`src/verilog/storage_pkg.sv`:
```
package storage_pkg;

    // Bus and SRAM data
    typedef logic [31:0] word_t;

    // Wishbone byte address
    typedef logic [31:0] wb_addr_t;

    // SRAM word address, bus address bits 9:2
    typedef logic [7:0] sram_addr_t;

    // One bit per byte lane, active high
    typedef logic [3:0] byte_mask_t;

    // Region base, compared against masked low address bits
    typedef logic [23:0] region_t;

    localparam region_t REGION_MASK = 24'hFF_0000;

    // Shared request to all banks
    typedef struct packed {
        logic       wen_n;
        byte_mask_t wmask;
        sram_addr_t addr;
        word_t      wdata;
    } sram_req_t;

    // Per-lane acknowledge FSM
    typedef enum logic [1:0] {
        ST_IDLE    = 2'b00,
        ST_RD_WAIT = 2'b01,
        ST_ACK     = 2'b10
    } bridge_state_e;

endpackage

```
`src/verilog/storage_bridge_wb.sv`:
```
`timescale 1ns/1ps

module storage_bridge_wb #(
    parameter int N_RW_BLOCKS = 2,
    parameter storage_pkg::region_t [N_RW_BLOCKS-1:0] RW_BASES = {24'h10_0000, 24'h00_0000},
    parameter storage_pkg::region_t RO_BASE = 24'h20_0000
) (
    input  logic                                   wb_clk_i,
    input  logic                                   arst_n_i,

    input  logic                                   wb_cyc_i,
    input  logic [1:0]                             wb_stb_i,
    input  logic                                   wb_we_i,
    input  storage_pkg::wb_addr_t                  wb_adr_i,
    input  storage_pkg::byte_mask_t                wb_sel_i,
    input  storage_pkg::word_t                     wb_dat_i,
    output logic [1:0]                             wb_ack_o,
    output storage_pkg::word_t                     wb_rw_dat_o,
    output storage_pkg::word_t                     wb_ro_dat_o,

    output storage_pkg::sram_req_t                 rw_req_o,
    output logic [N_RW_BLOCKS-1:0]                 rw_ena_n_o,
    input  storage_pkg::word_t [N_RW_BLOCKS-1:0]   rw_rdata_i,

    output logic                                   ro_ena_n_o,
    output storage_pkg::sram_addr_t                ro_addr_o,
    input  storage_pkg::word_t                     ro_rdata_i
);
    import storage_pkg::*;

    logic [1:0]             valid;
    logic [1:0]             accept;
    region_t                masked_adr;
    logic [N_RW_BLOCKS-1:0] rw_hit;
    logic                   ro_hit;
    logic [N_RW_BLOCKS-1:0] rw_sel_q;
    logic                   ro_sel_q;

    assign valid      = {2{wb_cyc_i}} & wb_stb_i;
    assign masked_adr = wb_adr_i[23:0] & REGION_MASK;

    // One acknowledge FSM per lane
    for (genvar l = 0; l < 2; l++) begin : g_lane
        bridge_state_e state_q;

        assign accept[l]   = valid[l] && (state_q == ST_IDLE);
        assign wb_ack_o[l] = (state_q == ST_ACK);

        always_ff @(posedge wb_clk_i or negedge arst_n_i) begin
            if (!arst_n_i) begin
                state_q <= ST_IDLE;
            end else begin
                case (state_q)
                    ST_IDLE: begin
                        if (valid[l]) begin
                            state_q <= wb_we_i ? ST_ACK : ST_RD_WAIT;
                        end
                    end
                    // SRAM output registered during this cycle
                    ST_RD_WAIT: state_q <= ST_ACK;
                    ST_ACK:     state_q <= ST_IDLE;
                    default:    state_q <= ST_IDLE;
                endcase
            end
        end

        // Acknowledge only while the master still holds its strobe
        a_ack_pulse: assert property (
            @(posedge wb_clk_i) disable iff (!arst_n_i)
            wb_ack_o[l] |-> valid[l]
        );
    end

    // Region decode
    for (genvar i = 0; i < N_RW_BLOCKS; i++) begin : g_decode
        assign rw_hit[i] = (masked_adr == RW_BASES[i]);
    end

    assign ro_hit = (masked_adr == RO_BASE);

    // Read/write port shared by all banks
    assign rw_req_o.wen_n = ~(wb_we_i & valid[0]);
    assign rw_req_o.wmask = wb_sel_i;
    assign rw_req_o.addr  = wb_adr_i[9:2];
    assign rw_req_o.wdata = wb_dat_i;
    assign rw_ena_n_o     = accept[0] ? ~rw_hit : '1;

    // Read-only port of bank 0
    assign ro_ena_n_o = ~(accept[1] & ro_hit);
    assign ro_addr_o  = wb_adr_i[9:2];

    // Bank select held until the next accepted access
    always_ff @(posedge wb_clk_i or negedge arst_n_i) begin
        if (!arst_n_i) begin
            rw_sel_q <= '0;
            ro_sel_q <= 1'b0;
        end else begin
            if (accept[0]) begin
                rw_sel_q <= rw_hit;
            end
            if (accept[1]) begin
                ro_sel_q <= ro_hit;
            end
        end
    end

    // Unmapped region leaves select empty so zero comes back
    always_comb begin
        wb_rw_dat_o = '0;
        for (int i = 0; i < N_RW_BLOCKS; i++) begin
            if (rw_sel_q[i]) begin
                wb_rw_dat_o = wb_rw_dat_o | rw_rdata_i[i];
            end
        end
    end

    assign wb_ro_dat_o = ro_sel_q ? ro_rdata_i : '0;

    // Bases must not overlap
    a_one_bank: assert property (
        @(posedge wb_clk_i) disable iff (!arst_n_i)
        $countones(~rw_ena_n_o) <= 1
    );

endmodule

```
`config.mk`:
```
export PLATFORM = sky130hd
export DESIGN_NAME = storage_bridge_wb
export DESIGN_NICKNAME = d
export VERILOG_FILES = /design/src/verilog/storage_pkg.sv /design/src/verilog/storage_bridge_wb.sv
export SDC_FILE = /design/constraint.sdc
export NUM_CORES = 1
export LEC_CHECK = 0
export BUFFER_PORTS_ARGS = -buffer_cell sky130_fd_sc_hd__buf_4
export CORE_AREA = 2 2 115 117
export DETAILED_ROUTE_END_ITERATION = 6
export DIE_AREA = 0 0 117 119
export GPL_TIMING_DRIVEN = 0
export SLEW_MARGIN = 10
export SYNTH_ARGS = -nofsm -noshare
export SYNTH_HDL_FRONTEND = slang
export SYNTH_SLANG_ARGS = --single-unit
export TNS_END_PERCENT = 100
```
`constraint.sdc`:
```
create_clock -name wb_clk_i -period 1.9 [get_ports wb_clk_i]
set_input_delay 0.19 -clock wb_clk_i [delete_from_list [all_inputs] [get_ports wb_clk_i]]
set_output_delay 0.19 -clock wb_clk_i [all_outputs]
set_load 0.01 [all_outputs]
```
==> impl_metrics.toml, run 1 <==
[synth]
ys.warnings.count = 0
synth_area_leaders = "buf_4, a22o_1, and2_1, dfrtp_1, clkbuf_1"
synth_cell_types = 18
yosysTopAreaCell = "buf_4"
postSynthAreaPerCell_um2 = 7.848
synth_top_area_share_pct = 31.48
synthCells = 158
synth-seq-cells = 7
synth_fp_nets = 328
syn_area_mm2 = 0.001240
yosysSeqAreaShare_pct = 14.13

[setup_path]
path_buf_inv = 2
cp-startpoint = "wb_adr_i[17]"
worstPathRequired_ps = 1710
path_class = "input pin to output port"
cp-start-kind = "input pin"
cp_cell_sequence = "buf_6, or4_4, or4_4, or3_4, buf_6"
slowest_delay_ps = 520
crit_path_end_kind = "output port"
r2r_setup_slack_ps = 650
arrival_ps = 1710
cpMaxStageDelayCell = "or4_4"
cp_top_family = "simple AND/OR/NAND/NOR gates"
reg2reg_from = "g_lane[1].state_q[1]$_DFFE_PN0P_"
cp_max_fo = 3

[drt]
totalWireLength_um = 6623
avgViaCountPerCell = 3.459
ant_nets = 0
first_pass_iters = 4
drt_iter0_markers = 21
drc = 0
routedWlPerCell_um = 11.60
vias = 1975

[clock_network]
cts_tree = "built"
clk_pin_slew_ps = 30
numCtsBuffers = 3
root_buffer = "clkbuf_16"
cts_sinks = 7
htreeDepth = 1
clk_latency_ps = 230
clockBufferDepth = 2

[floorplanning]
start_util_pct = 9.631
rows = 42
ios = 292
design.core.area_mm2 = 0.01287
die-area_mm2 = 0.01392
chipHeight_um = 119
die_w_um = 117

[cells_and_area]
layout_commonest_cell = "buf_4"
layout-drive-gt1-share_pct = 75.70
nFillCells = 1394
fin_area_mm2 = 0.003323
stdcell_count = 571
n_antenna_cell = 0
nets = 566
final_cell_mix = "buf_4, a22o_1, and2_1"
fin_util_pct = 25.81
syn_to_final_growth_pct = 168.0

[min_path]
min_from = "wb_we_i"
hold_class = "input pin to flip-flop"

[flow_run]
cap_violations = 0

[sta]
setup_ws_ps = -3.154
fmax_ghz = 0.5254
worstMarginPinSlew_ps = 362.6
report.final.slew_viol_count = 0
min_period_ps = 1903
fin_skew_ps = 0.1299
final_hold_viol_count = 0
finalSetupViolations = 2
slew_headroom_pct = 75.83
fin_crit_sh_pct = 100.2
rsz0062_at_grt = "yes"

[pwr]
p_total_w = 0.0009449
pwr_density_cell_mw_per_mm2 = 284.3
p_leak_nw = 1.833
irDropWorstVdd_v = 0.0006467

[global_route]
first_global_vias = 1912
overflow = 0
grt_use_total_pct = 8.202
grt_first_pass_wirelength_um = 9321
grt_max_degree = 11
antenna_found_initial = 0

[place]
place_ws_ps = -42.14
io_buffers = 231
hpwl_um = 5846
dpl-instance-area_mm2 = 0.003194
place_inst = 565
place_congestion = 0.6913

[run_status]
failed_checks = "setup timing"
status = "finished with violations"
-- metrics by stage --
stage / TNS [ps] / hold WS [ps]
after floorplan: 0 / -105.6
after global placement: -53.85 / 5.589
after detailed placement: -62.14 / 8.157
after CTS: -3.180 / 137.3
after global routing: -53.98 / 143.4
final: -3.728 / 135.9
-- layout make-up --
class                      count  area [um^2]  share of cell area [%]
clock buffer                   4        78.83                   2.372
buffer                        63        439.2                   13.22
tap                          176        220.2                   6.626
sequential                     7        175.2                   5.271
multi-input combinational     86        635.6                   19.13
timing repair buffer         233         1767                   53.16
inverter                       2        7.507                  0.2259
-- per-layer routing --
layer	vias to the layer above	part of all wire [%]	global-route usage, %
met1	896	38	9.525
met5	-	0	0
met2	102	55	15.72
li1	971	-	-
met4	0	0.69	1.765
met3	6	6.6	0.9669
-- synthesized netlist by cell type --
cell	instances
nand4bb_1	2
dfrtp_1	7
or4b_2	1
o31ai_1	2
a21oi_1	1
nand2_1	4
inv_1	2
and2_1	32
clkbuf_1	11
nor2b_1	2
or4_4	2
nor2_1	3
nand3_1	1
or3_1	2
or3_2	1
buf_4	52
a22o_1	32
a31oi_1	1
-- worst paths after layout --
path | endpoint | cells past startpoint
setup / recovery | rw_ena_n_o[1] | 5
hold / removal | g_lane[0].state_q[0]$_DFFE_PN0P_ | 2
setup reg to reg | ro_sel_q$_DFFE_PN0P_ | 3
hold reg to reg | g_lane[0].state_q[1]$_DFFE_PN0P_ | 1
max in group asynchronous | rw_sel_q[1]$_DFFE_PN0P_ | 2
min in group asynchronous | g_lane[1].state_q[1]$_DFFE_PN0P_ | 2
-- cell families after synthesis --
| group | synth area share (%) |
|---|---|
| AOI/OAI and AO/OA | 24.72 |
| DFF | 14.13 |
| buffers and inverters | 35.42 |
| and+or+nand+nor | 25.73 |
-- state kept, by name, summed over array words and instances (netlist names) --
name	count
g_lane.state_q	4
ro_sel_q	1
rw_sel_q	2
-- where the power goes --
group          total [W]  internal (W)  switching (W)
Clock           0.000360      0.000279      0.0000804
Sequential      0.000159      0.000155     0.00000365
Combinational   0.000426      0.000301       0.000126
-- timing repair --
| action | CTS | global route |
|---|---|---|
| endpoints found under the setup margin | 4 | 28 |
| buffers inserted | 1 | 0 |
| pin swaps | 0 | 0 |
| hold endpoints to repair | 7 | 0 |
| gates resized for setup | 4 | 13 |
| hold buffers | 1 | 0 |
Power figures use the tool's default switching activity.
==> inputs of run 2 (changes only) <==
--- a/config.mk
+++ b/config.mk
@@ -6,10 +6,14 @@
 export NUM_CORES = 1
 export LEC_CHECK = 0
 export BUFFER_PORTS_ARGS = -buffer_cell sky130_fd_sc_hd__buf_4
+export CELL_PAD_IN_SITES_DETAIL_PLACEMENT = 0
+export CELL_PAD_IN_SITES_GLOBAL_PLACEMENT = 1
 export CORE_AREA = 2 2 115 117
+export CTS_BUF_LIST = sky130_fd_sc_hd__clkbuf_16
 export DETAILED_ROUTE_END_ITERATION = 6
 export DIE_AREA = 0 0 117 119
 export GPL_TIMING_DRIVEN = 0
+export PLACE_DENSITY_LB_ADDON = 0.1
 export SLEW_MARGIN = 10
 export SYNTH_ARGS = -nofsm -noshare
 export SYNTH_HDL_FRONTEND = slang
==> run 2 against run 1 <==
  * The run still ends with setup timing left
  * Count of clock-buffer cells in the layout shrank 1
  * Largest power group unchanged
  * Flip-flop and latch count is the same
  * Fmax shrank 0.22%
  * Global-route usage grew 0.26 points
  * Critical path depth is the same
  * Sequential power is essentially flat
  * Largest cell class unchanged
  * Sequential share of layout area is essentially flat
==> impl_metrics.toml, run 2 (same netlist as run 1, synthesis figures left out) <==
[sta]
min_period_ps = 1907
rsz0062_at_grt = "yes"
fin_skew_ps = 2.434
fin_crit_sh_pct = 100.4
setup_tns_ps = -9.905
worstMarginPinSlew_ps = 486.8
setup_ws_ps = -7.306
finalSetupViolations = 2
final_hold_viol_count = 0
fmax_ghz = 0.5243
slew_headroom_pct = 67.54
report.final.slew_viol_count = 0

[floorplanning]
ios = 292
start_util_pct = 9.631
die-area_mm2 = 0.01392
chipHeight_um = 119
die_w_um = 117
design.core.area_mm2 = 0.01287
rows = 42

[clock_network]
clockBufferDepth = 2
cts_tree = "built"
cts_sinks = 7
root_buffer = "clkbuf_16"
clk_pin_slew_ps = 30
numCtsBuffers = 3
clk_latency_ps = 230
htreeDepth = 1

[setup_path]
r2r_end = "ro_sel_q$_DFFE_PN0P_"
reg2reg_from = "g_lane[1].state_q[1]$_DFFE_PN0P_"
arrival_ps = 1720
worstPathRequired_ps = 1710
cp-start-kind = "input pin"
worstRegToRegCells = 3
path_class = "input pin to output port"
r2r_setup_slack_ps = 610
crit_path_end_kind = "output port"
cp_max_fo = 3

[pwr]
p_total_w = 0.0009217
p_leak_nw = 1.825
pwr_density_cell_mw_per_mm2 = 278.1
irDropWorstVdd_v = 0.0002960

[min_path]
whs_path_depth = 2
min_from = "wb_we_i"
min_to = "g_lane[1].state_q[0]$_DFFE_PN0P_"
hold_class = "input pin to flip-flop"

[run_status]
failed_checks = "setup timing"
status = "finished with violations"

[cells_and_area]
regMostFlops = "g_lane.state_q"
top_regs = "g_lane.state_q: 4 flops, rw_sel_q: 2 flops, ro_sel_q: 1 flops"
nFillCells = 1431
fin_area_mm2 = 0.003314
syn_to_final_growth_pct = 167.3
final_cell_mix = "buf_4, a22o_1, and2_1"
nets = 566
n_antenna_cell = 0
largest_reg_flops = 4
layout-drive-gt1-share_pct = 74.68
layout_commonest_cell = "buf_4"

[place]
place_ws_ps = -45.18
io_buffers = 231
place_congestion = 0.6970
dpl-instance-area_mm2 = 0.003194
hpwl_um = 5759

[flow_run]
cap_violations = 0

[drt]
avgViaCountPerCell = 3.299
ant_nets = 0
drc = 0
routedWlPerCell_um = 11.26
totalWireLength_um = 6431
drt_iter0_markers = 56
first_pass_iters = 4
vias = 1884

[global_route]
first_global_vias = 1774
grt_max_degree = 11
overflow = 0
antenna_found_initial = 0
grt_use_total_pct = 8.464
grt_first_pass_wirelength_um = 9156
-- run 2: worst max-delay path by stage --
stage / from / endpoint
floorplan: wb_adr_i[17] / rw_ena_n_o[0]
global placement: wb_adr_i[17] / rw_ena_n_o[1]
detailed placement: wb_adr_i[17] / rw_ena_n_o[1]
CTS: wb_adr_i[17] / rw_ena_n_o[1]
global route: wb_adr_i[17] / rw_ena_n_o[1]
finish: wb_adr_i[17] / rw_ena_n_o[1]
-- run 2: stage by stage --
step,hold WS [ps],instances,utilization [%]
3_3_place_gp,14.93,565,24.81
4_1_cts,149.7,571,25.68
3_5_place_dp,14.76,565,24.81
6_report,146.5,571,25.74
2_1_floorplan,-105.6,158,-
5_1_grt,162.7,571,25.74
-- run 2: routing by layer --
metal	global-route usage, %	up-vias	wire length (um)
li1	-	970	-
met1	8.939	788	2095
met2	16.69	122	3654
met3	1.578	4	591
met4	2.132	0	90
met5	0	-	0
-- run 2: layout make-up --
class / count / area, um^2 / share of cell area, %
timing repair buffer: 233 / 1767 / 53.30
sequential: 7 / 175.2 / 5.285
tap: 176 / 220.2 / 6.644
clock buffer: 3 / 75.07 / 2.265
multi-input combinational: 86 / 630.6 / 19.03
inverter: 2 / 7.507 / 0.2265
buffer: 63 / 435.4 / 13.14
clock inverter: 1 / 3.754 / 0.1133
-- run 2: timing repair --
| action | in CTS | in global routing |
|---|---|---|
| cloned | 0 | 0 |
| hold buffers | 1 | 0 |
| buffers inserted | 1 | 0 |
| hold endpoints to repair | 7 | 0 |
| gates resized for setup | 4 | 7 |
| setup endpoints to repair | 2 | 26 |
| pin swaps | 0 | 0 |
-- run 2: power breakdown --
part | switching, W | internal, W
registers | 0.00000307 | 0.000155
logic | 0.000119 | 0.000300
clock network | 0.0000712 | 0.000273
total | 0.000193 | 0.000728
-- run 2: critical path, cell delays in order --
cell and delay [ps]:
buf_6 90, or4_4 520, or4_4 440, or3_1 340
buf_6 140
==> inputs of run 3 (changes only) <==
--- a/config.mk
+++ b/config.mk
@@ -8,10 +8,10 @@
 export BUFFER_PORTS_ARGS = -buffer_cell sky130_fd_sc_hd__buf_4
 export CELL_PAD_IN_SITES_DETAIL_PLACEMENT = 0
 export CELL_PAD_IN_SITES_GLOBAL_PLACEMENT = 1
-export CORE_AREA = 2 2 115 117
+export CORE_AREA = 2 2 113 115
 export CTS_BUF_LIST = sky130_fd_sc_hd__clkbuf_16
 export DETAILED_ROUTE_END_ITERATION = 6
-export DIE_AREA = 0 0 117 119
+export DIE_AREA = 0 0 115 117
 export GPL_TIMING_DRIVEN = 0
 export PLACE_DENSITY_LB_ADDON = 0.1
 export SLEW_MARGIN = 10
==> constraint.sdc (replaced) <==
create_clock -name wb_clk_i -period 2.4 [get_ports wb_clk_i]
set_input_delay 0.24 -clock wb_clk_i [delete_from_list [all_inputs] [get_ports wb_clk_i]]
set_output_delay 0.24 -clock wb_clk_i [all_outputs]
set_load 0.01 [all_outputs]
==> run 3 against run 2 <==
  * The flow now finishes without violations
  * Combinational power shrank 21%
  * Clock skew fell by 1.5 ps
  * Non-clock buffer count shrank 1
  * Critical path type unchanged
  * Flip-flop and latch count is the same
  * Design area decreased by 1.9%
  * Setup slack better by 350 ps
  * Clock power shrank 20%
  * Largest cell class unchanged
  * Die area is 3.4% lower
==> impl_metrics.toml, run 3 (same netlist as run 1, synthesis figures left out) <==
[run_status]
status = "completed"

[setup_path]
cpMaxStageDelayCell = "or4_4"
cp-start-kind = "input pin"
crit_path_end_kind = "output port"
cp_max_fo = 4
worstPathRequired_ps = 2160
arrival_ps = 1820
cp_cell_sequence = "buf_4, or4_4, or4_4, or3_1, buf_4"
slowest_delay_ps = 530
path_class = "input pin to output port"

[sta]
fin_crit_sh_pct = 85.86
fin_skew_ps = 0.9283
finalSetupViolations = 0
slew_headroom_pct = 67.76
worstMarginPinSlew_ps = 483.6
setup_tns_ps = 0
fmax_ghz = 0.4853
min_period_ps = 2061
final_hold_viol_count = 0
rsz0062_at_grt = "no"
report.final.slew_viol_count = 0

[place]
io_buffers = 231
place_congestion = 0.6530
hpwl_um = 5972
place_inst = 539

[global_route]
antenna_found_initial = 0
grt_max_degree = 11
grt_use_total_pct = 8.423
overflow = 0
first_global_vias = 1703
grt_first_pass_wirelength_um = 8790

[drt]
first_pass_iters = 2
totalWireLength_um = 6599
routedWlPerCell_um = 12.13
drt_iter0_markers = 28
avgViaCountPerCell = 3.524
vias = 1917
ant_nets = 0
drc = 0

[cells_and_area]
final_cell_mix = "buf_4, a22o_1, and2_1"
syn_to_final_growth_pct = 162.2
n_antenna_cell = 0
stdcell_count = 544
layout_commonest_cell = "buf_4"
largest_reg_flops = 4
regMostFlops = "g_lane.state_q"
nFillCells = 1366
top_regs = "g_lane.state_q: 4 flops, rw_sel_q: 2 flops, ro_sel_q: 1 flops"
nets = 565
layout-drive-gt1-share_pct = 73.60

[clock_network]
clockBufferDepth = 2
htreeDepth = 1
clk_pin_slew_ps = 30
root_buffer = "clkbuf_16"
clk_latency_ps = 230
post-cts-setup-buffer-count = 0
cts_sinks = 7
numCtsBuffers = 3
cts_tree = "built"

[floorplanning]
start_util_pct = 10.07
rows = 41
ios = 292
die_w_um = 115
chipHeight_um = 117
design.core.area_mm2 = 0.01231
die-area_mm2 = 0.01346

[pwr]
pwr_density_cell_mw_per_mm2 = 224.8
p_leak_nw = 1.803
irDropWorstVdd_v = 0.0001771

[min_path]
hold_class = "input pin to flip-flop"

[flow_run]
cap_violations = 0
[run 3: worst paths after layout]
check,slack (ps),endpoint,cells after the start,startpoint
setup reg to reg,1090,ro_sel_q$_DFFE_PN0P_,3,g_lane[1].state_q[1]$_DFFE_PN0P_
setup / recovery,340,rw_ena_n_o[1],5,wb_adr_i[17]
hold reg to reg,430,g_lane[1].state_q[1]$_DFFE_PN0P_,1,g_lane[1].state_q[1]$_DFFE_PN0P_
min in group asynchronous,380,ro_sel_q$_DFFE_PN0P_,2,arst_n_i
hold / removal,200,g_lane[0].state_q[0]$_DFFE_PN0P_,2,wb_we_i
max in group asynchronous,1900,g_lane[0].state_q[1]$_DFFE_PN0P_,2,arst_n_i
[run 3: worst max-delay path, delay by kind of cell]
family	cells	cell delay (ps)
and+or+nand+nor	3	1310
buffers and inverters	2	270
[run 3: per-stage QoR]
step                total power (W)  area [um^2]  util, %  worst slack [ps]  hold WS (ps)
detailed placement        0.0004595         3162    25.68             349.9         65.26
finish                    0.0007307         3251    26.40             339.3         197.3
global placement          0.0004569         3162    25.68             354.0         62.51
global route              0.0007746         3251    26.40             302.5         206.3
CTS                       0.0007427         3251    26.40             342.9         194.8
floorplan                 0.0002375         1240        -             614.0        -55.59
[run 3: metal layers]
layer	track usage [%]	wire, um
met5	0	0
met4	2.169	53
met3	1.957	555
met2	17.41	3966
met1	8.328	2023
[run 3: what timing repair did]
action,in CTS,in global routing
resized for setup,0,0
hold buffers,1,0
hold endpoints to repair,7,0
[run 3: report_power, final]
group          switching, W  total (W)  internal [W]
combinational     0.0000939   0.000330      0.000236
clock             0.0000590   0.000275      0.000216
sequential       0.00000235   0.000125      0.000123
total              0.000155   0.000731      0.000575
[run 3: area by class of cell]
cell class                 count  area, um^2  area share [%]
timing repair buffer         232        1744           53.66
multi-input combinational     86       625.6           19.25
buffer                        63       431.7           13.28
tap                          150       187.7           5.774
sequential                     7       175.2           5.389
clock buffer                   3       75.07           2.309
inverter                       2       7.507          0.2309
clock inverter                 1       3.754          0.1155
